**config.mk**
```make
export PLATFORM = sky130hd
export DESIGN_NAME = video_timer
export DESIGN_NICKNAME = d
export VERILOG_FILES = /design/src/common/video_pkg.sv /design/src/video_timer.sv
export VERILOG_INCLUDE_DIRS = /design/src /design/src/common
export SDC_FILE = /design/constraint.sdc
export NUM_CORES = 1
export LEC_CHECK = 0
export BUFFER_PORTS_ARGS = -buffer_cell sky130_fd_sc_hd__buf_2
export CORE_ASPECT_RATIO = 0.7
export CORE_MARGIN = 1.5
export CORE_UTILIZATION = 36
export DETAILED_ROUTE_END_ITERATION = 8
export GPL_TIMING_DRIVEN = 0
export SYNTH_ARGS = -nofsm -noshare
export SYNTH_HDL_FRONTEND = slang
export SYNTH_SLANG_ARGS = --single-unit
```
**constraint.sdc**
```tcl
create_clock -name clk -period 2.6 [get_ports clk]
set_input_delay 0.13 -clock clk [delete_from_list [all_inputs] [get_ports clk]]
set_output_delay 0.13 -clock clk [all_outputs]
set_load 0.005 [all_outputs]
```
**src/common/video_params.svh**
```systemverilog
// ~~~~~~~~~~~~~~~~~~~~~~~~~~~~~~~~~~~~~~~~~~~~~~~~~~
// Video raster and memory sizes
// ~~~~~~~~~~~~~~~~~~~~~~~~~~~~~~~~~~~~~~~~~~~~~~~~~~
`ifndef VIDEO_PARAMS_SVH
`define VIDEO_PARAMS_SVH

// Raster geometry in pixels and lines
`define VID_HTOTAL     512
`define VID_VTOTAL     262
`define VID_HB_START   9'd320
`define VID_HB_END     9'd0
`define VID_VB_START   9'd224
`define VID_VB_END     9'd0
`define VID_HS_START   9'd384
`define VID_HS_LEN     9'd32
`define VID_VS_START   9'd240
`define VID_VS_LEN     9'd3
`define VID_VINT_LINE  9'd223

// Pipeline depth and RAM address widths
`define VID_MIX_DLY    2
`define VID_CHAR_AW    11
`define VID_PAL_AW     11

`endif

```
**src/common/video_pkg.sv**
```systemverilog
// ~~~~~~~~~~~~~~~~~~~~~~~~~~~~~~~~~~~~~~~~~~~~~~~~~~
// Raster and layer pixel types
// ~~~~~~~~~~~~~~~~~~~~~~~~~~~~~~~~~~~~~~~~~~~~~~~~~~
package video_pkg;

    // Counters and decoded raster state from the timer
    typedef struct packed {
        logic [8:0] hdump;
        logic [8:0] vdump;
        logic [8:0] vrender;
        logic       hblank_n;
        logic       vblank_n;
        logic       hsync;
        logic       vsync;
    } raster_t;

    // Index 0 is transparent in both layers
    typedef struct packed {
        logic [2:0] bank;
        logic [3:0] idx;
    } char_pxl_t;

    typedef struct packed {
        logic       prio;
        logic [5:0] bank;
        logic [3:0] idx;
    } scr_pxl_t;

endpackage

```
**src/video_timer.sv**
```systemverilog
// ~~~~~~~~~~~~~~~~~~~~~~~~~~~~~~~~~~~~~~~~~~~~~~~~~~
// Raster timer
// ~~~~~~~~~~~~~~~~~~~~~~~~~~~~~~~~~~~~~~~~~~~~~~~~~~
`timescale 1ns/1ps
`include "video_params.svh"

module video_timer (
    input  logic               clk,
    input  logic               reset,
    input  logic               pxl_cen,
    output video_pkg::raster_t raster,
    output logic               vint
);
    localparam logic [8:0] HLAST = 9'(`VID_HTOTAL - 1);
    localparam logic [8:0] VLAST = 9'(`VID_VTOTAL - 1);

    logic [8:0] hdump;
    logic [8:0] vdump;
    logic [8:0] h_nxt;
    logic [8:0] v_nxt;
    logic       hblank_n;
    logic       vblank_n;

    always_comb begin
        h_nxt = (hdump == HLAST) ? 9'd0 : hdump + 9'd1;
        v_nxt = vdump;
        if (hdump == HLAST) begin
            v_nxt = (vdump == VLAST) ? 9'd0 : vdump + 9'd1;
        end
    end

    always_ff @(posedge clk) begin
        if (reset) begin
            hdump    <= 9'd0;
            vdump    <= 9'd0;
            // Count restarts at the top left corner of the visible window
            hblank_n <= 1'b1;
            vblank_n <= 1'b1;
        end else if (pxl_cen) begin
            hdump <= h_nxt;
            vdump <= v_nxt;
            if (h_nxt == `VID_HB_START) hblank_n <= 1'b0;
            else if (h_nxt == `VID_HB_END) hblank_n <= 1'b1;
            // Vertical blanking only moves on a line change
            if (hdump == HLAST) begin
                if (v_nxt == `VID_VB_START) vblank_n <= 1'b0;
                else if (v_nxt == `VID_VB_END) vblank_n <= 1'b1;
            end
        end
    end

    always_comb begin
        raster.hdump    = hdump;
        raster.vdump    = vdump;
        raster.vrender  = (vdump == VLAST) ? 9'd0 : vdump + 9'd1;
        raster.hblank_n = hblank_n;
        raster.vblank_n = vblank_n;
        raster.hsync    = hdump >= `VID_HS_START && hdump < `VID_HS_START + `VID_HS_LEN;
        raster.vsync    = vdump >= `VID_VS_START && vdump < `VID_VS_START + `VID_VS_LEN;
    end

    // Counters sit on this spot for exactly one pxl_cen
    assign vint = pxl_cen && hdump == 9'd0 && vdump == `VID_VINT_LINE;

endmodule

```
==> results.json <==
{
  "outcome": "complete, no violations",
  "multi_input_area_mm2": 0.00111,
  "reg2reg_slack_ns": 0.14,
  "die_width_um": 82.6,
  "place_congestion": 0.876,
  "path_clk_slew_ns": 0.07,
  "yosysSeqAreaShare_pct": 25.1,
  "synth_seq_cells": 20,
  "hold_depth": 3,
  "p_leak_nw": 0.756,
  "reg2reg_from": "hdump[1]$_SDFFE_PP0P_",
  "finalMaxSlewViolations": 0,
  "critPathArrivalTime_ns": 2.65,
  "ys_warn_count": 0,
  "drive_gt1_share_pct": 25.8,
  "critPathMaxFanout": 8,
  "drt-initial-drc-count": 119,
  "post-cts-setup-buffers": 0,
  "grt_max_degree": 13,
  "fillers": 487,
  "num_io_pins": 35,
  "synth_top_family_by_area": "simple AND/OR/NAND/NOR gates",
  "finalSetupViolations": 0,
  "hold_violations": 0,
  "dr.pass1.iters": 4,
  "stdcell_count": 299,
  "dp.cells": 300,
  "synthFlopType": "dfxtp_1",
  "clockBufferDepth": 2,
  "grt_pass1_vias": 1382,
  "cts_buffers": 3,
  "relSlewSlack_pct": 63.1,
  "min_to": "hblank_n$_SDFFE_PP1P_",
  "wire_per_inst_um": 14.8,
  "clkLatencyLatePin_ns": 0.26,
  "start_util_pct": 37.1,
  "coreArea_mm2": 0.00430,
  "fin_crit_sh_pct": 94.6,
  "drcViolationCount": 0,
  "antenna_left": 0,
  "synth_compound_area_share_pct": 18.7,
  "area_growth_pct": 19.7,
  "post-synth-top-count-cell": "nor2_1",
  "yosysTopAreaCellShare_pct": 25.1,
  "track_usage_pct": 19.4,
  "synthTopCellsByArea": "dfxtp_1 (25%), nor2_1 (6.1%), ha_1 (4.7%)",
  "synth_nets": 220,
  "worst_pin_slew_ns": 0.549,
  "rsz0062_at_grt": "no",
  "critPathLaunchType": "register",
  "end_kind": "register",
  "ys_types": 51,
  "tns_ns": 0,
  "synth_edf_count": 0,
  "r2r_end": "vblank_n$_SDFFE_PP1P_",
  "avgSynthCellArea_um2": 7.56,
  "cts_sinks": 20,
  "vias": 1622,
  "power_density_mw_per_mm2": 294,
  "dp_hpwl_mm": 3.33,
  "cts-root-buf": "clkbuf_8",
  "synth_top_cell_by_area": "dfxtp_1",
  "cts_tree": "built",
  "synth_fa_ha_area_share_pct": 4.71,
  "fin_skew_ns": 0.000970,
  "min_from": "reset",
  "muxShareOfSynthArea_pct": 2.51,
  "timing_worst_setup_path_type": "register to register",
  "antenna_cells": 0,
  "hold_class": "input pin to register",
  "finalCriticalPeriod_ns": 2.46,
  "yosys.area_share.simple_pct": 34.2,
  "fmax_ghz": 0.407,
  "fin_nets": 255,
  "grt_pass1_wl_mm": 7.07,
  "vdd_drop_max_mv": 0.171,
  "die_height_um": 58.7,
  "fp-row-count": 20,
  "portBuffers": 34,
  "die_area_mm2": 0.00485,
  "syn_area_mm2": 0.00160,
  "antenna_found_initial": 0,
  "drt-total-wl_mm": 4.42,
  "synth_common_cells": "nor2_1 (26), dfxtp_1 (20), clkbuf_1 (13), o21ai_0 (13)",
  "crit_start": "hdump[1]$_SDFFE_PP0P_",
  "grt-ovfl-total": 0,
  "ff2ff_path_depth": 9,
  "async_flop_share_pct": 0,
  "netlist_instances": 211,
  "viasPerCell": 5.42,
  "synthXorXnorAreaFrac_pct": 7.14,
  "htreeDepth": 1,
  "drv_cap": 0,
  "crit_required_ns": 2.79,
  "regArea_um2": 413
}
-- power breakdown --
group | internal (mW) | total (mW) | switching, mW | leakage (nW)
Combinational | 0.0156 | 0.0382 | 0.0226 | 0.570
Clock | 0.103 | 0.208 | 0.105 | 0.0216
Sequential | 0.309 | 0.316 | 0.00706 | 0.165
-- area by class of cell --
| type | count | area share, % |
|---|---|---|
| Inverter | 7 | 1.38 |
| Tap cell | 55 | 3.60 |
| Clock buffer | 3 | 2.16 |
| Buffer | 15 | 4.39 |
| Timing Repair Buffer | 34 | 8.91 |
| Sequential cell | 20 | 21.6 |
| Multi-Input combinational cell | 165 | 57.9 |
-- layer usage --
metal / GRT usage (%) / share of wire, % / up-vias
li1: - / - / 838
met1: 31.9 / 55 / 753
met2: 25.6 / 40 / 29
met3: 4.50 / 4.3 / 2
met4: 2.38 / 0.52 / 0
met5: 0 / 0 / -
-- cell usage in the layout (no fill, tap or decap), types with 3 or more instances in the layout --
cell and n:
clkbuf_1 7, a21oi_1 11, a31oi_1 3, ha_1 4, nor4b_1 3, nor2_1 25
o21ai_0 13, and3_1 5, buf_2 36, inv_1 7, dfxtp_1 14, nand3_1 7
xnor2_1 5, dfxtp_2 4, or3_1 5, nor3_1 10, nand4_1 4, nor4_1 3
mux2i_1 4, nand2_1 11, clkbuf_8 3, a211oi_1 5, xor2_1 8
-- kinds of logic after synthesis --
logic type,after synthesis
compound gates,47
xor+xnor,13
fa+ha+maj,6
buf+inv,26
flops,20
mux,4
simple gates,95
-- per-stage QoR --
step                      area (um^2)  setup WS [ns]  power (mW)  util [%]  hold slack, ns
after floorplan                  1600         0.0788       0.344         -           0.296
after global placement           1830         -0.318       0.359      42.6           0.475
after detailed placement         1830         -0.347       0.360      42.6           0.489
after CTS                        1890        0.00895       0.572      43.8           0.215
after global routing             1910         0.0224       0.587      44.4           0.271
final                            1910          0.141       0.562      44.4           0.224
-- critical path, cell delays in order (launching register included) --
cell and delay (ns):
dfxtp_4 0.41, ha_4 0.18, nand2_1 0.08, nor2_2 0.14, and3_1 0.21, ha_4 0.17
nand2_1 0.13, or4_4 0.52, a311oi_2 0.34, mux2i_1 0.22
-- sequential cells by signal, indices dropped and copies added, names as in the netlist --
signal,count
vdump,9
hdump,9
vblank_n,1
hblank_n,1
-- worst max path at each step --
stage | cells after the start | slack, ns | to
floorplan | 10 | 0.08 | vblank_n$_SDFFE_PP1P_
global placement | 9 | -0.32 | vblank_n$_SDFFE_PP1P_
detailed placement | 9 | -0.35 | vblank_n$_SDFFE_PP1P_
CTS | 8 | 0.009 | vblank_n$_SDFFE_PP1P_
global route | 10 | 0.02 | vblank_n$_SDFFE_PP1P_
finish | 9 | 0.14 | vblank_n$_SDFFE_PP1P_
-- what timing repair did --
action,4_1_cts,5_1_grt
resized for setup,7,10
endpoints found under the setup margin,3,1
hold buffers,0,0
Note: power is estimated with default switching activity, not from simulation.
