File: src/common/video_params.svh
// ~~~~~~~~~~~~~~~~~~~~~~~~~~~~~~~~~~~~~~~~~~~~~~~~~~
// Video raster and memory sizes
// ~~~~~~~~~~~~~~~~~~~~~~~~~~~~~~~~~~~~~~~~~~~~~~~~~~
`ifndef VIDEO_PARAMS_SVH
`define VIDEO_PARAMS_SVH

// Raster geometry in pixels and lines
`define VID_HTOTAL     512
`define VID_VTOTAL     262
`define VID_HB_START   9'd320
`define VID_HB_END     9'd0
`define VID_VB_START   9'd224
`define VID_VB_END     9'd0
`define VID_HS_START   9'd384
`define VID_HS_LEN     9'd32
`define VID_VS_START   9'd240
`define VID_VS_LEN     9'd3
`define VID_VINT_LINE  9'd223

// Pipeline depth and RAM address widths
`define VID_MIX_DLY    2
`define VID_CHAR_AW    11
`define VID_PAL_AW     11

`endif

File: src/common/video_pkg.sv
// ~~~~~~~~~~~~~~~~~~~~~~~~~~~~~~~~~~~~~~~~~~~~~~~~~~
// Raster and layer pixel types
// ~~~~~~~~~~~~~~~~~~~~~~~~~~~~~~~~~~~~~~~~~~~~~~~~~~
package video_pkg;

    // Counters and decoded raster state from the timer
    typedef struct packed {
        logic [8:0] hdump;
        logic [8:0] vdump;
        logic [8:0] vrender;
        logic       hblank_n;
        logic       vblank_n;
        logic       hsync;
        logic       vsync;
    } raster_t;

    // Index 0 is transparent in both layers
    typedef struct packed {
        logic [2:0] bank;
        logic [3:0] idx;
    } char_pxl_t;

    typedef struct packed {
        logic       prio;
        logic [5:0] bank;
        logic [3:0] idx;
    } scr_pxl_t;

endpackage

File: src/tile/scroll_layer.sv
// ~~~~~~~~~~~~~~~~~~~~~~~~~~~~~~~~~~~~~~~~~~~~~~~~~~
// Scrolling background layer
// ~~~~~~~~~~~~~~~~~~~~~~~~~~~~~~~~~~~~~~~~~~~~~~~~~~
`timescale 1ns/1ps
`include "video_params.svh"

module scroll_layer (
    input  logic                clk,
    input  logic                reset,
    input  logic                pxl_cen,
    input  video_pkg::raster_t  raster,
    input  logic [15:0]         pages,
    input  logic [15:0]         hscr,
    input  logic [15:0]         vscr,
    output logic [14:0]         map_addr,
    input  logic [15:0]         map_data,
    input  logic                map_ok,
    output logic [16:0]         scr_addr,
    input  logic [31:0]         scr_data,
    input  logic                scr_ok,
    output video_pkg::scr_pxl_t pxl
);
    logic [9:0]  hpos;
    logic [9:0]  hfetch;
    logic [8:0]  vline;
    logic [8:0]  vpos;
    logic [3:0]  page;
    logic        tile_start;
    logic        map_busy;
    logic        scr_busy;
    logic        fetched;
    logic [2:0]  vfine;
    logic [15:0] map_word;
    logic [31:0] fetch_row;
    logic [31:0] next_row;
    logic [31:0] shift;
    logic [6:0]  next_attr;
    logic [6:0]  cur_attr;

    // World is 2x2 pages of 512x256
    assign hpos       = {1'b0, raster.hdump} + hscr[9:0];
    assign hfetch     = hpos + 10'd16;
    assign vline      = (raster.hdump >= 9'(`VID_HTOTAL - 16)) ? raster.vrender : raster.vdump;
    assign vpos       = vline + vscr[8:0];
    assign page       = pages[{vpos[8], hfetch[9], 2'b00} +: 4];
    assign tile_start = pxl_cen && hpos[2:0] == 3'd0;

    // Map word first, then the graphics row it points to
    always_ff @(posedge clk) begin
        if (reset) begin
            map_busy <= 1'b0;
            scr_busy <= 1'b0;
            fetched  <= 1'b0;
        end else if (tile_start) begin
            map_busy <= 1'b1;
            scr_busy <= 1'b0;
            fetched  <= 1'b0;
        end else if (map_busy && map_ok) begin
            map_busy <= 1'b0;
            scr_busy <= 1'b1;
        end else if (scr_busy && scr_ok) begin
            scr_busy <= 1'b0;
            fetched  <= 1'b1;
        end
    end

    always_ff @(posedge clk) begin
        if (tile_start) begin
            map_addr <= {page, vpos[7:3], hfetch[8:3]};
            vfine    <= vpos[2:0];
        end
        if (map_busy && map_ok) begin
            map_word <= map_data;
            scr_addr <= {map_data[13:0], vfine};
        end
        if (scr_busy && scr_ok) fetch_row <= scr_data;
    end

    always_ff @(posedge clk) begin
        if (reset) begin
            next_row  <= 32'd0;
            next_attr <= 7'd0;
            shift     <= 32'd0;
            cur_attr  <= 7'd0;
            pxl       <= '0;
        end else if (pxl_cen) begin
            if (hpos[2:0] == 3'd0) begin
                next_row  <= fetched ? fetch_row : 32'd0;
                next_attr <= {map_word[15], map_word[11:6]};
                shift     <= {next_row[27:0], 4'd0};
                cur_attr  <= next_attr;
                pxl       <= {next_attr, next_row[31:28]};
            end else begin
                shift <= {shift[27:0], 4'd0};
                pxl   <= {cur_attr, shift[31:28]};
            end
        end
    end

endmodule
File: config.mk
export PLATFORM = sky130hd
export DESIGN_NAME = scroll_layer
export DESIGN_NICKNAME = d
export VERILOG_FILES = /design/src/common/video_pkg.sv /design/src/tile/scroll_layer.sv
export VERILOG_INCLUDE_DIRS = /design/src /design/src/common
export SDC_FILE = /design/constraint.sdc
export NUM_CORES = 1
export LEC_CHECK = 0
export ABC_AREA = 1
export BUFFER_PORTS_ARGS = -buffer_cell sky130_fd_sc_hd__buf_2
export CORE_UTILIZATION = 58
export CTS_CLUSTER_SIZE = 24
export DETAILED_ROUTE_END_ITERATION = 8
export PLACE_DENSITY = 0.86
export SETUP_SLACK_MARGIN = 0.2
export SYNTH_ARGS = -nofsm -noshare
export SYNTH_HDL_FRONTEND = slang
export SYNTH_SLANG_ARGS = --single-unit
File: constraint.sdc
create_clock -name clk -period 6.4 [get_ports clk]
set_input_delay 0.96 -clock clk [delete_from_list [all_inputs] [get_ports clk]]
set_output_delay 0.96 -clock clk [all_outputs]
set_load 0.02 [all_outputs]
==> flow_summary.json <==
{
  "leakage_nw": 3.68,
  "place.gp.congestion": 0.862,
  "syn_nets": 905,
  "min_period_ns": 3.87,
  "antenna_cells": 0,
  "met1_usage": 0.294,
  "critPathKind": "in -> reg",
  "endpoint_kind": "register",
  "die_h_um": 112,
  "port_buffers": 156,
  "r2r_slack_ns": 5.05,
  "io_pins": 175,
  "tns_ns": 0,
  "intPower_w": 0.00176,
  "whs_ns": 0.430,
  "overflow": 0,
  "clk_latency_ns": 0.42,
  "drc": 7,
  "tightest_slew_ns": 1.03,
  "powerDensity_nw_per_um2": 283,
  "final_max_slew_viol_count": 0,
  "arrival_ns": 4.13,
  "p_clk_frac": 0.411,
  "finalSetupViolCount": 0,
  "power_frac_comb": 0.129,
  "rsz0062_at_grt": "false",
  "cts_buffers": 17,
  "synth-edff-count": 68,
  "syn_avg_cell_area_um2": 9.35,
  "rows": 39,
  "ys_types": 39,
  "ys_async_sr_fraction": 0,
  "synthToLayoutAreaGrowth_pct": 18.5,
  "cts_root_buffer": "clkbuf_16",
  "ant_nets": 0,
  "grt.total_usage": 0.249,
  "final_layout_size_suffix_gt1_frac": 0.265,
  "synth_top_area_share": 0.290,
  "hold_buffers": 0,
  "clockBufferDepth": 2,
  "viasPerCell": 5.37,
  "seq_area_frac_synth": 0.540,
  "core_um2": 11600,
  "sw_frac_of_total": 0.255,
  "grt_use_met2": 0.429,
  "grt_pass1_vias": 5343,
  "dr.pass1.iters": 8,
  "clkTransAtPathRegs_ns": 0.06,
  "finalCritPeriodShare": 0.604,
  "netlist_top_cells_count": "165 x nand2_1, 91 x nand3_1, 88 x dfxtp_1, 75 x inv_1, 68 x edfxtp_1",
  "failed_checks": "design-rule violations",
  "grt_max_degree": 63,
  "cap_viol_max_count": 0,
  "cp.required_ns": 6.66,
  "hold_viol": 0,
  "status": "finished, violations left",
  "hold_path_class": "reg -> reg",
  "top_usage_layer": "met2",
  "dieWidth_um": 112,
  "cts_tree": "yes",
  "relSlewSlack": 0.307,
  "drt-wirelength-per-cell_um": 14.6,
  "ir_drop_v": 0.000268,
  "yosys-top-cells-area": "edfxtp_1 29%, dfxtp_1 25%, nand2_1 8.8%, nand3_1 6.5%, inv_1 4.0%",
  "hpwl_um": 10400,
  "yosys.cell_count.top_type": "nand2_1",
  "postCtsResizedCells": 0,
  "yosysWarnings": 0,
  "met3_usage": 0.0815,
  "vias": 5574,
  "clock_skew_ns": 0.00720,
  "antenna_found_initial": 0,
  "htreeDepth": 4,
  "syn_inst": 753,
  "start_util": 0.606,
  "drt_iter0_drc": 488,
  "p_sw_w": 0.000602,
  "synth_flop_cell": "dfxtp_1",
  "crit_fanout": 50,
  "ys_seq_elements": 156,
  "cts_setup_buffers": 0,
  "syn_area_um2": 7040,
  "critPathLaunchType": "input port",
  "fmax_mhz": 259,
  "nNetsFinal": 1034,
  "cts.sink_count": 156,
  "grt_first_pass_wirelength_um": 24400,
  "drt-total-wl_um": 15200,
  "seqPwrFrac": 0.460,
  "synth_top_area_cell": "edfxtp_1",
  "die-area_um2": 12600
}
cell families after synthesis:
group / after synthesis / share of synthesized area
AND/OR/NAND/NOR: 318 / 0.220
buffers and inverters: 130 / 0.0803
XOR/XNOR: 13 / 0.0183
flip-flops: 156 / 0.540
multiplexers: 8 / 0.0128
AO/OA/AOI/OAI: 108 / 0.0907
adder cells (fa/ha/maj): 20 / 0.0377
final timing paths:
check / start / to / depth (start not counted)
worst max-delay path: raster[22] / next_row[29]$_SDFFE_PP0P_ / 10
worst min-delay path: vfine[1]$_DFFE_PP_ / scr_addr[1]$_DFFE_PP_ / 0
worst max register to register: map_busy$_SDFFE_PP0P_ / map_word[13]$_DFFE_PP_ / 2
worst min register to register: vfine[1]$_DFFE_PP_ / scr_addr[1]$_DFFE_PP_ / 0
placed cells by master (no fill, tap or decap), types with 2 or more instances in the layout:
| master | Yosys | layout |
|---|---|---|
| a31oi_1 | 7 | 7 |
| clkinv_2 | 0 | 3 |
| ha_1 | 18 | 18 |
| o211ai_1 | 28 | 28 |
| a21oi_2 | 2 | 2 |
| nand2_4 | 6 | 6 |
| edfxtp_1 | 68 | 68 |
| nand3_4 | 2 | 2 |
| fa_1 | 2 | 2 |
| o21ai_0 | 12 | 12 |
| dfxtp_1 | 88 | 88 |
| buf_2 | 14 | 156 |
| xnor2_1 | 2 | 2 |
| nand2_2 | 10 | 10 |
| nand3b_1 | 6 | 6 |
| clkinv_1 | 3 | 4 |
| inv_1 | 75 | 75 |
| mux2_2 | 8 | 8 |
| nand3_2 | 5 | 5 |
| nand2_1 | 165 | 165 |
| nand3_1 | 91 | 91 |
| inv_6 | 0 | 3 |
| bufinv_16 | 0 | 2 |
| clkinvlp_4 | 0 | 3 |
| nor2_2 | 3 | 2 |
| nor2_1 | 22 | 22 |
| xor2_1 | 9 | 9 |
| buf_4 | 16 | 5 |
| a211oi_1 | 2 | 2 |
| clkbuf_16 | 0 | 17 |
| a21oi_1 | 55 | 55 |
| nor2_8 | 3 | 3 |
critical path, cell delays in order:
cell	delay (ns)
buf_2	0.10
ha_1	0.24
fa_1	0.43
xnor2_1	0.19
nand3_1	0.09
buf_4	0.27
nor2_4	0.82
inv_2	0.62
a21oi_1	0.29
a211oi_1	0.07
power groups by stage:
| stage | clock [W] | sequential [W] | combinational (W) |
|---|---|---|---|
| finish | 0.000972 | 0.00109 | 0.000304 |
| global route | 0.00103 | 0.00109 | 0.000337 |
| CTS | 0.000987 | 0.00109 | 0.000305 |
| detailed placement | 0 | 0.00111 | 0.000302 |
| global placement | 0 | 0.00111 | 0.000293 |
| floorplan | 0 | 0.00112 | 0.000203 |
per-stage QoR:
step | setup slack [ns] | std cells | area, um2 | utilization | power (W)
2_1_floorplan | 3.19 | 753 | 7040 | - | 0.00132
5_1_grt | 2.26 | 1038 | 8340 | 0.718 | 0.00245
3_5_place_dp | 2.12 | 1006 | 7770 | 0.669 | 0.00141
6_report | 2.53 | 1038 | 8340 | 0.718 | 0.00237
4_1_cts | 2.54 | 1038 | 8340 | 0.718 | 0.00238
3_3_place_gp | 2.21 | 1006 | 7770 | 0.669 | 0.00140
state kept, by name (all words and copies together), names as in the netlist:
signal	cells
cur_attr	7
fetch_row	32
fetched	1
map_addr	15
map_busy	1
map_word	2
next_attr	7
next_row	32
pxl	11
scr_addr	16
scr_busy	1
shift	28
vfine	3
layer usage:
layer	up-vias	part of all wire
li1	2760	-
met2	207	0.50
met4	0	0.011
met3	11	0.074
met1	2596	0.42
met5	-	0
layout make-up:
cell class                 instances  area [um2]
clock buffer                      18         429
clock inverter                    14         143
fill                             864        3270
inverter                          79         297
multi-input combinational        467        2680
sequential                       156        3800
tap                              143         179
timing repair buffer             161         818
Power figures use the tool's default switching activity.
