[src/common/video_params.svh]
// ~~~~~~~~~~~~~~~~~~~~~~~~~~~~~~~~~~~~~~~~~~~~~~~~~~
// Video raster and memory sizes
// ~~~~~~~~~~~~~~~~~~~~~~~~~~~~~~~~~~~~~~~~~~~~~~~~~~
`ifndef VIDEO_PARAMS_SVH
`define VIDEO_PARAMS_SVH

// Raster geometry in pixels and lines
`define VID_HTOTAL     512
`define VID_VTOTAL     262
`define VID_HB_START   9'd320
`define VID_HB_END     9'd0
`define VID_VB_START   9'd224
`define VID_VB_END     9'd0
`define VID_HS_START   9'd384
`define VID_HS_LEN     9'd32
`define VID_VS_START   9'd240
`define VID_VS_LEN     9'd3
`define VID_VINT_LINE  9'd223

// Pipeline depth and RAM address widths
`define VID_MIX_DLY    2
`define VID_CHAR_AW    11
`define VID_PAL_AW     11

`endif

[src/common/cpu_bus_pkg.sv]
// ~~~~~~~~~~~~~~~~~~~~~~~~~~~~~~~~~~~~~~~~~~~~~~~~~~
// CPU bus and palette words
// ~~~~~~~~~~~~~~~~~~~~~~~~~~~~~~~~~~~~~~~~~~~~~~~~~~
`include "video_params.svh"

package cpu_bus_pkg;

    typedef struct packed {
        logic [`VID_CHAR_AW-1:0] addr;
        logic [15:0]             data;
        logic [1:0]              dsn;
    } cpu_wr_t;

    typedef struct packed {
        logic       shade;
        logic [4:0] blue;
        logic [4:0] green;
        logic [4:0] red;
    } pal_rgb_t;

    typedef union packed {
        logic [15:0] raw;
        pal_rgb_t    rgb;
    } pal_word_u;

    // Byte lanes with dsn low take the CPU data
    function automatic logic [15:0] byte_merge(logic [15:0] old, cpu_wr_t wr);
        byte_merge = old;
        if (!wr.dsn[1]) byte_merge[15:8] = wr.data[15:8];
        if (!wr.dsn[0]) byte_merge[7:0] = wr.data[7:0];
    endfunction

endpackage

[src/video_mmr.sv]
// ~~~~~~~~~~~~~~~~~~~~~~~~~~~~~~~~~~~~~~~~~~~~~~~~~~
// Scroll registers
// ~~~~~~~~~~~~~~~~~~~~~~~~~~~~~~~~~~~~~~~~~~~~~~~~~~
`timescale 1ns/1ps

module video_mmr (
    input  logic                 clk,
    input  logic                 reset,
    input  logic                 mmr_cs,
    input  cpu_bus_pkg::cpu_wr_t cpu_wr,
    output logic [15:0]          scr_pages,
    output logic [15:0]          scr_hpos,
    output logic [15:0]          scr_vpos
);
    // Word offsets, mirrored across the select window
    localparam logic [1:0] PAGES_OFS = 2'd0;
    localparam logic [1:0] HPOS_OFS  = 2'd1;
    localparam logic [1:0] VPOS_OFS  = 2'd2;

    always_ff @(posedge clk) begin
        if (reset) begin
            scr_pages <= 16'd0;
            scr_hpos  <= 16'd0;
            scr_vpos  <= 16'd0;
        end else if (mmr_cs) begin
            case (cpu_wr.addr[1:0])
                PAGES_OFS: scr_pages <= cpu_bus_pkg::byte_merge(scr_pages, cpu_wr);
                HPOS_OFS:  scr_hpos  <= cpu_bus_pkg::byte_merge(scr_hpos, cpu_wr);
                VPOS_OFS:  scr_vpos  <= cpu_bus_pkg::byte_merge(scr_vpos, cpu_wr);
                default: begin
                    // Unused slot
                end
            endcase
        end
    end

endmodule

[config.mk]
export PLATFORM = sky130hd
export DESIGN_NAME = video_mmr
export DESIGN_NICKNAME = d
export VERILOG_FILES = /design/src/common/cpu_bus_pkg.sv /design/src/video_mmr.sv
export VERILOG_INCLUDE_DIRS = /design/src /design/src/common
export SDC_FILE = /design/constraint.sdc
export NUM_CORES = 1
export LEC_CHECK = 0
export ABC_AREA = 1
export BUFFER_PORTS_ARGS = -buffer_cell sky130_fd_sc_hd__buf_2
export CAP_MARGIN = 10
export CORE_ASPECT_RATIO = 1.25
export CORE_MARGIN = 2
export CORE_UTILIZATION = 39
export CTS_BUF_LIST = sky130_fd_sc_hd__clkbuf_8
export CTS_CLUSTER_DIAMETER = 100
export DETAILED_ROUTE_END_ITERATION = 12
export PLACE_DENSITY = 0.64
export SYNTH_ARGS = -nofsm -noshare
export SYNTH_HDL_FRONTEND = slang
export SYNTH_SLANG_ARGS = --single-unit
[constraint.sdc]
create_clock -name clk -period 1.7 [get_ports clk]
set_input_delay 0.255 -clock clk [delete_from_list [all_inputs] [get_ports clk]]
set_output_delay 0.255 -clock clk [all_outputs]
set_load 0.01 [all_outputs]
==> summary.txt, run 1 <==
Place
  – IO Port Bufs: 70
  – Gpl congestion: 0.7474
  – Hpwl dp: around 3500 um
  – Cells after DPL: between 400 and 500

Floorplan
  – Row count: 29
  – Initial Util: a little under 40%
  – DIE AREA: approximately 0.0057 mm^2
  – CORE AREA: around 0.005 mm^2
  – Die H: around 84 um
  – Die X-Extent: just under 70 um
  – Number of I/O pins: 80

Finish
  – Fin cells: roughly 420
  – Area Overhead vs Synth: 26.37%
  – Total Nets Final: 391
  – Inserted Diodes: 0
  – Layout cells sized above 1: between 20% and 30%

Global route
  – Vias in the first global route: around 1700
  – Initial antenna violation count: 0
  – Largest net degree at the start of global routing: between 40 and 50
  – First-pass GRT wire length: between 7000 and 8000 um
  – GRT Total Usage: ~18%
  – GR Overflow Total: 0

Critical path
  – CP max stage delay: ~0.35 ns
  – CP max-delay cell: dfxtp_1
  – R2r setup slk: about 1.1 ns
  – Worst Path Arrival: between 0.7 and 0.8 ns
  – Crit. End Element: primary output
  – CP required: 1.44 ns
  – Worst Path Max Fanout: 2
  – CP delay by family, top: flip-flops
  – WS Path Type: reg2out
  – Crit-path cells: buf_2
  – Crit start category: flip-flop
  – Buf/Inv on CP: 1

Status
  – Status: finished, final reports clean

Synth
  – #FFs+latches synth: 48
  – Post-synth top flop: dfxtp_1
  – Largest family of logic cells by synthesized area: simple AND/OR/NAND/NOR gates
  – Yosys warnings: 0
  – Synth Area in Adders: 0%
  – Synth area leader: dfxtp_1
  – Xor/xnor share of the synthesized area: 0%
  – Synth Area in Compound Gates: between 4 and 5%
  – Post-Syn Nets: 323
  – Most instantiated cells after synthesis: nor2_1 (85), nand2_1 (52), dfxtp_1 (48), nand3_1 (48), inv_1 (21)
  – Post-synthesis instance total: between 200 and 300
  – Syn_area_per_cell: between 6 and 7 um^2
  – Area contributors post-synth: dfxtp_1 (48%), nor2_1 (16%), nand3_1 (12%), nand2_1 (9.8%), a21oi_1 (4.0%)
  – Number of flops mapped to enable cells by yosys: 0
  – Ys async rst share: 0%
  – Mux contribution to synthesized area: 0%
  – Yosys top cell area share: about half
  – Simple-gate area share of the yosys netlist: 39.31%
  – Mapped cell area: between 0.0015 and 0.002 mm^2
  – Distinct cells, synth: 11
  – Seq/Total Area, Yosys: 48.45%
  – Count leader, synth: nor2_1

STA
  – Final hold violations: 0
  – Layout Skew: 0 ns
  – RSZ-0062 raised after global routing: no
  – Final setup TNS: 0 ns
  – F_max: approximately 960 MHz
  – Pins Over Slew Limit: 0
  – Worst Tran Pin Value: about 0.57 ns
  – Worst slew margin: 61.97%
  – Fin crit share: 60.98%
  – Final setup fails: 0
  – Post-route minimum period: around 1.0 ns

Routing
  – Residual DRC: 0
  – Drt pass-1 iters: 4
  – Remaining antenna violation count after routing: 0
  – DR WL/cell: 11.36 um
  – Post-Route WL: roughly 4800 um
  – Routed via count: 1952
  – Initial DRC Count: roughly 130
  – Vias/cell: between 4 and 5

CTS
  – Root Buffer: clkbuf_8
  – Clk buf depth: 2
  – Clock sink total: 48
  – CTS tree: yes
  – H-tree depth: 2
  – CTS clock-pin slew for the worst setup and hold paths: approximately 0.09 ns
  – Resize count post-CTS: 0
  – Setup Buffers After CTS: 0
  – TritonCTS Buffers: 5
  – Worst-Skew Late Latency: 0.30 ns
  – Hold_buf cts: 0

Job
  – Max Cap Viol: 0

Power and ir drop
  – P_leak: 1.299 nW
  – Power per Cell Area: between 900 and 1000 mW/mm^2
  – Peak VDD IR: around 500 uV

Hold path
  – Worst min path class: in2reg
## power breakdown
group | internal [W] | switching, W
logic | 0.000109 | 0.000180
clock network | 0.000431 | 0.000368
registers | 0.00116 | 0.0000177
total | 0.00170 | 0.000566
## worst register-to-register path: stages (launching register included)
cell and delay [ns]:
dfxtp_1 0.32, a21oi_1 0.13, nor2_1 0.06
## per-stage QoR
stage	setup slack, ns	power [W]	area [um^2]	util (%)	hold WS, ns
after floorplan	0.7319	0.001390	1983	-	0.4796
after global placement	0.4579	0.001496	2399	47.90	0.4575
after detailed placement	0.4218	0.001499	2399	47.90	0.4670
after CTS	0.6493	0.002293	2506	50.05	0.3017
after global routing	0.6140	0.002390	2506	50.05	0.3110
final	0.6634	0.002268	2506	50.05	0.3132
## worst paths after layout
| check | start | to | cells past startpoint |
|---|---|---|---|
| min reg2reg | scr_vpos[3] | scr_vpos[3] | 2 |
| max reg2reg | scr_pages[6] | scr_pages[6] | 2 |
| min | cpu_wr[17] | scr_vpos[15] | 5 |
| max | scr_vpos[8] | scr_vpos[8] | 1 |
## kinds of logic (layout without fill, tap and decap cells)
kind of cell / after synthesis / count (layout)
AO/OA/AOI/OAI: 16 / 16
buffers and inverters: 38 / 107
flip-flops: 48 / 48
AND/OR/NAND/NOR: 189 / 189
## layout by cell type, fill, tap and decap left out
master / Yosys / final
a21oi_1: 16 / 16
buf_12: 0 / 1
buf_2: 10 / 70
buf_4: 2 / 6
bufinv_16: 0 / 1
clkbuf_8: 0 / 5
clkinv_2: 0 / 1
dfxtp_1: 48 / 48
inv_1: 21 / 22
inv_2: 1 / 1
nand2_1: 52 / 52
nand3_1: 48 / 48
nor2_1: 85 / 84
nor2_2: 4 / 5
## flip-flops by register name, summed over array words and instances, names as in the netlist
signal and count:
scr_pages 16, scr_vpos 16, scr_hpos 16
## final cells by class
type                    count  area (um^2)
repair buffers             77        415.4
fillers                   548         2501
clock inverters             3        38.79
clock buffers               5        68.82
well taps                  62        77.57
multi-input cells         205        862.1
inverters                  22        82.58
flip-flops and latches     48        960.9
## per-layer routing
metal  vias to the layer above  track usage (%)  share of wire, %
met4                         0            4.909               1.2
li1                       1038                -                 -
met2                        49            30.30                52
met5                         -                0                 0
met3                         6            4.049               4.6
met1                       859            21.17                43
(Power assumes the default switching activity.)
==> run 2, diff against run 1 <==
==> constraint.sdc (replaced) <==
create_clock -name clk -period 1.1 [get_ports clk]
set_input_delay 0.165 -clock clk [delete_from_list [all_inputs] [get_ports clk]]
set_output_delay 0.165 -clock clk [all_outputs]
set_load 0.01 [all_outputs]
==> summary.txt, run 2 (synthesized netlist as in run 1, its figures left out) <==
Routing
  – DR WL/cell: ~11 um
  – Remaining antenna violation count after routing: 0
  – Routed via count: between 1500 and 2000
  – Vias/cell: between 4 and 5
  – Post-Route WL: ~4700 um
  – Drt pass-1 iters: 4
  – Residual DRC: 0
  – Initial DRC Count: 153

Hold path
  – Hold path cells: 5
  – Worst min path class: in2reg

CTS
  – Clk buf depth: 2
  – Resize count post-CTS: 0
  – Worst-Skew Late Latency: approximately 0.30 ns
  – Hold_buf cts: 0
  – CTS tree: yes
  – Clock sink total: 48
  – H-tree depth: 2
  – Root Buffer: clkbuf_8
  – CTS clock-pin slew for the worst setup and hold paths: ~0.080 ns
  – TritonCTS Buffers: 5
  – Setup Buffers After CTS: 0

Floorplan
  – Die H: 83.73 um
  – CORE AREA: 0.005007 mm^2
  – Row count: 29
  – Initial Util: 39.61%
  – DIE AREA: around 0.0057 mm^2
  – Die X-Extent: between 60 and 70 um
  – Number of I/O pins: 80

Critical path
  – WP depth: 1
  – CP required: around 0.94 ns
  – CP max-delay cell: dfxtp_1
  – Worst Path Max Fanout: 2
  – R2R cell count: 2
  – CP max stage delay: roughly 0.36 ns
  – Crit. End Element: primary output
  – Crit start category: flip-flop
  – CP delay by family, top: flip-flops
  – Buf/Inv on CP: 1
  – Crit-path cells: buf_2
  – WS Path Type: reg2out
  – Worst Path Arrival: 0.79 ns

Power and ir drop
  – Tot Pwr: between 0.003 and 0.004 W
  – Power per Cell Area: between 1000 and 1500 mW/mm^2
  – Clock network power share: approximately a third
  – Combinational Power Share: between 10% and 20%
  – Internal cell power: 0.002481 W
  – Switching pwr: 0.0008649 W
  – Flop pwr share: a little over half
  – Peak VDD IR: 733.8 uV
  – P_leak: 1.325 nW
  – Sw frac: between 20% and 30%

Global route
  – GRT Total Usage: 17.82%
  – First-pass GRT wire length: between 7000 and 8000 um
  – Initial antenna violation count: 0
  – Vias in the first global route: between 1500 and 2000
  – GR Overflow Total: 0
  – Largest net degree at the start of global routing: between 40 and 50

STA
  – Worst slew margin: ~87%
  – Post-route minimum period: ~0.96 ns
  – Fin crit share: between 80 and 90%
  – RSZ-0062 raised after global routing: no
  – Final setup TNS: 0 ns
  – Worst Tran Pin Value: approximately 0.19 ns
  – Pins Over Slew Limit: 0
  – Layout Skew: 0 ns
  – F_max: ~1000 MHz
  – Final setup fails: 0
  – Final hold violations: 0

Place
  – Gpl congestion: 0.7498
  – Cells after DPL: between 400 and 500
  – Hpwl dp: 3468 um
  – IO Port Bufs: 70

Finish
  – Most frequent cells in the layout: nor2_1 (84), buf_2 (70), nand2_1 (52)
  – Total Nets Final: a little under 400
  – Layout cells sized above 1: between 20% and 30%
  – Layout Utilization: roughly 51%
  – Area Overhead vs Synth: 28.90%
  – Commonest non-fill, non-tap cell in the layout: nor2_1
  – Fin cells: between 400 and 500
  – Largest registers: scr_hpos x16, scr_pages x16, scr_vpos x16
  – Inserted Diodes: 0

Status
  – Status: finished, final reports clean

Job
  – Max Cap Viol: 0
run 2: changes by cell type in the layout (fill, tap and decap cells not counted):
cell | previous run | this run
buf_12 | 1 | 4
buf_4 | 6 | 7
bufinv_16 | 1 | 0
clkbuf_8 | 5 | 6
clkinv_2 | 1 | 0
inv_1 | 22 | 23
run 2: per-stage QoR:
| stage | setup WS, ns | hold slack [ns] | instance area, um^2 |
|---|---|---|---|
| after floorplan | 0.2219 | 0.3896 | 1983 |
| after global placement | 0.1226 | 0.4563 | 2466 |
| after detailed placement | 0.1211 | 0.4677 | 2466 |
| after CTS | 0.1270 | 0.2005 | 2556 |
| after global routing | 0.1078 | 0.2224 | 2556 |
| final | 0.1434 | 0.2118 | 2556 |
run 2: path summary, 6_finish.rpt:
check / start / slack [ns] / end
worst max-delay path: scr_pages[0] / 0.14 / scr_pages[0]
worst min-delay path: cpu_wr[17] / 0.21 / scr_vpos[15]
worst max register to register: scr_pages[0] / 0.51 / scr_pages[0]
worst min register to register: scr_pages[14] / 0.48 / scr_pages[14]
run 2: layer usage:
layer	vias up	track usage, %	routed length [um]
met5	-	0	0
met4	0	6.545	78
met3	8	4.318	275
met2	47	31.37	2507
met1	869	20.14	1870
li1	1048	-	-
run 2: power groups by stage:
stage | Sequential, W | Combinational [W] | Clock (W)
final | 0.00182 | 0.000467 | 0.00105
after global routing | 0.00183 | 0.000529 | 0.00116
after CTS | 0.00183 | 0.000473 | 0.00109
after global placement | 0.00187 | 0.000471 | 0
after detailed placement | 0.00187 | 0.000473 | 0
after floorplan | 0.00190 | 0.000252 | 0
run 2: layout make-up:
class	count	area [um^2]
fillers	536	2451
clock buffers	6	82.58
well taps	62	77.57
inverters	22	82.58
clock inverters	2	7.507
repair buffers	81	483.0
multi-input cells	205	862.1
flip-flops and latches	48	960.9
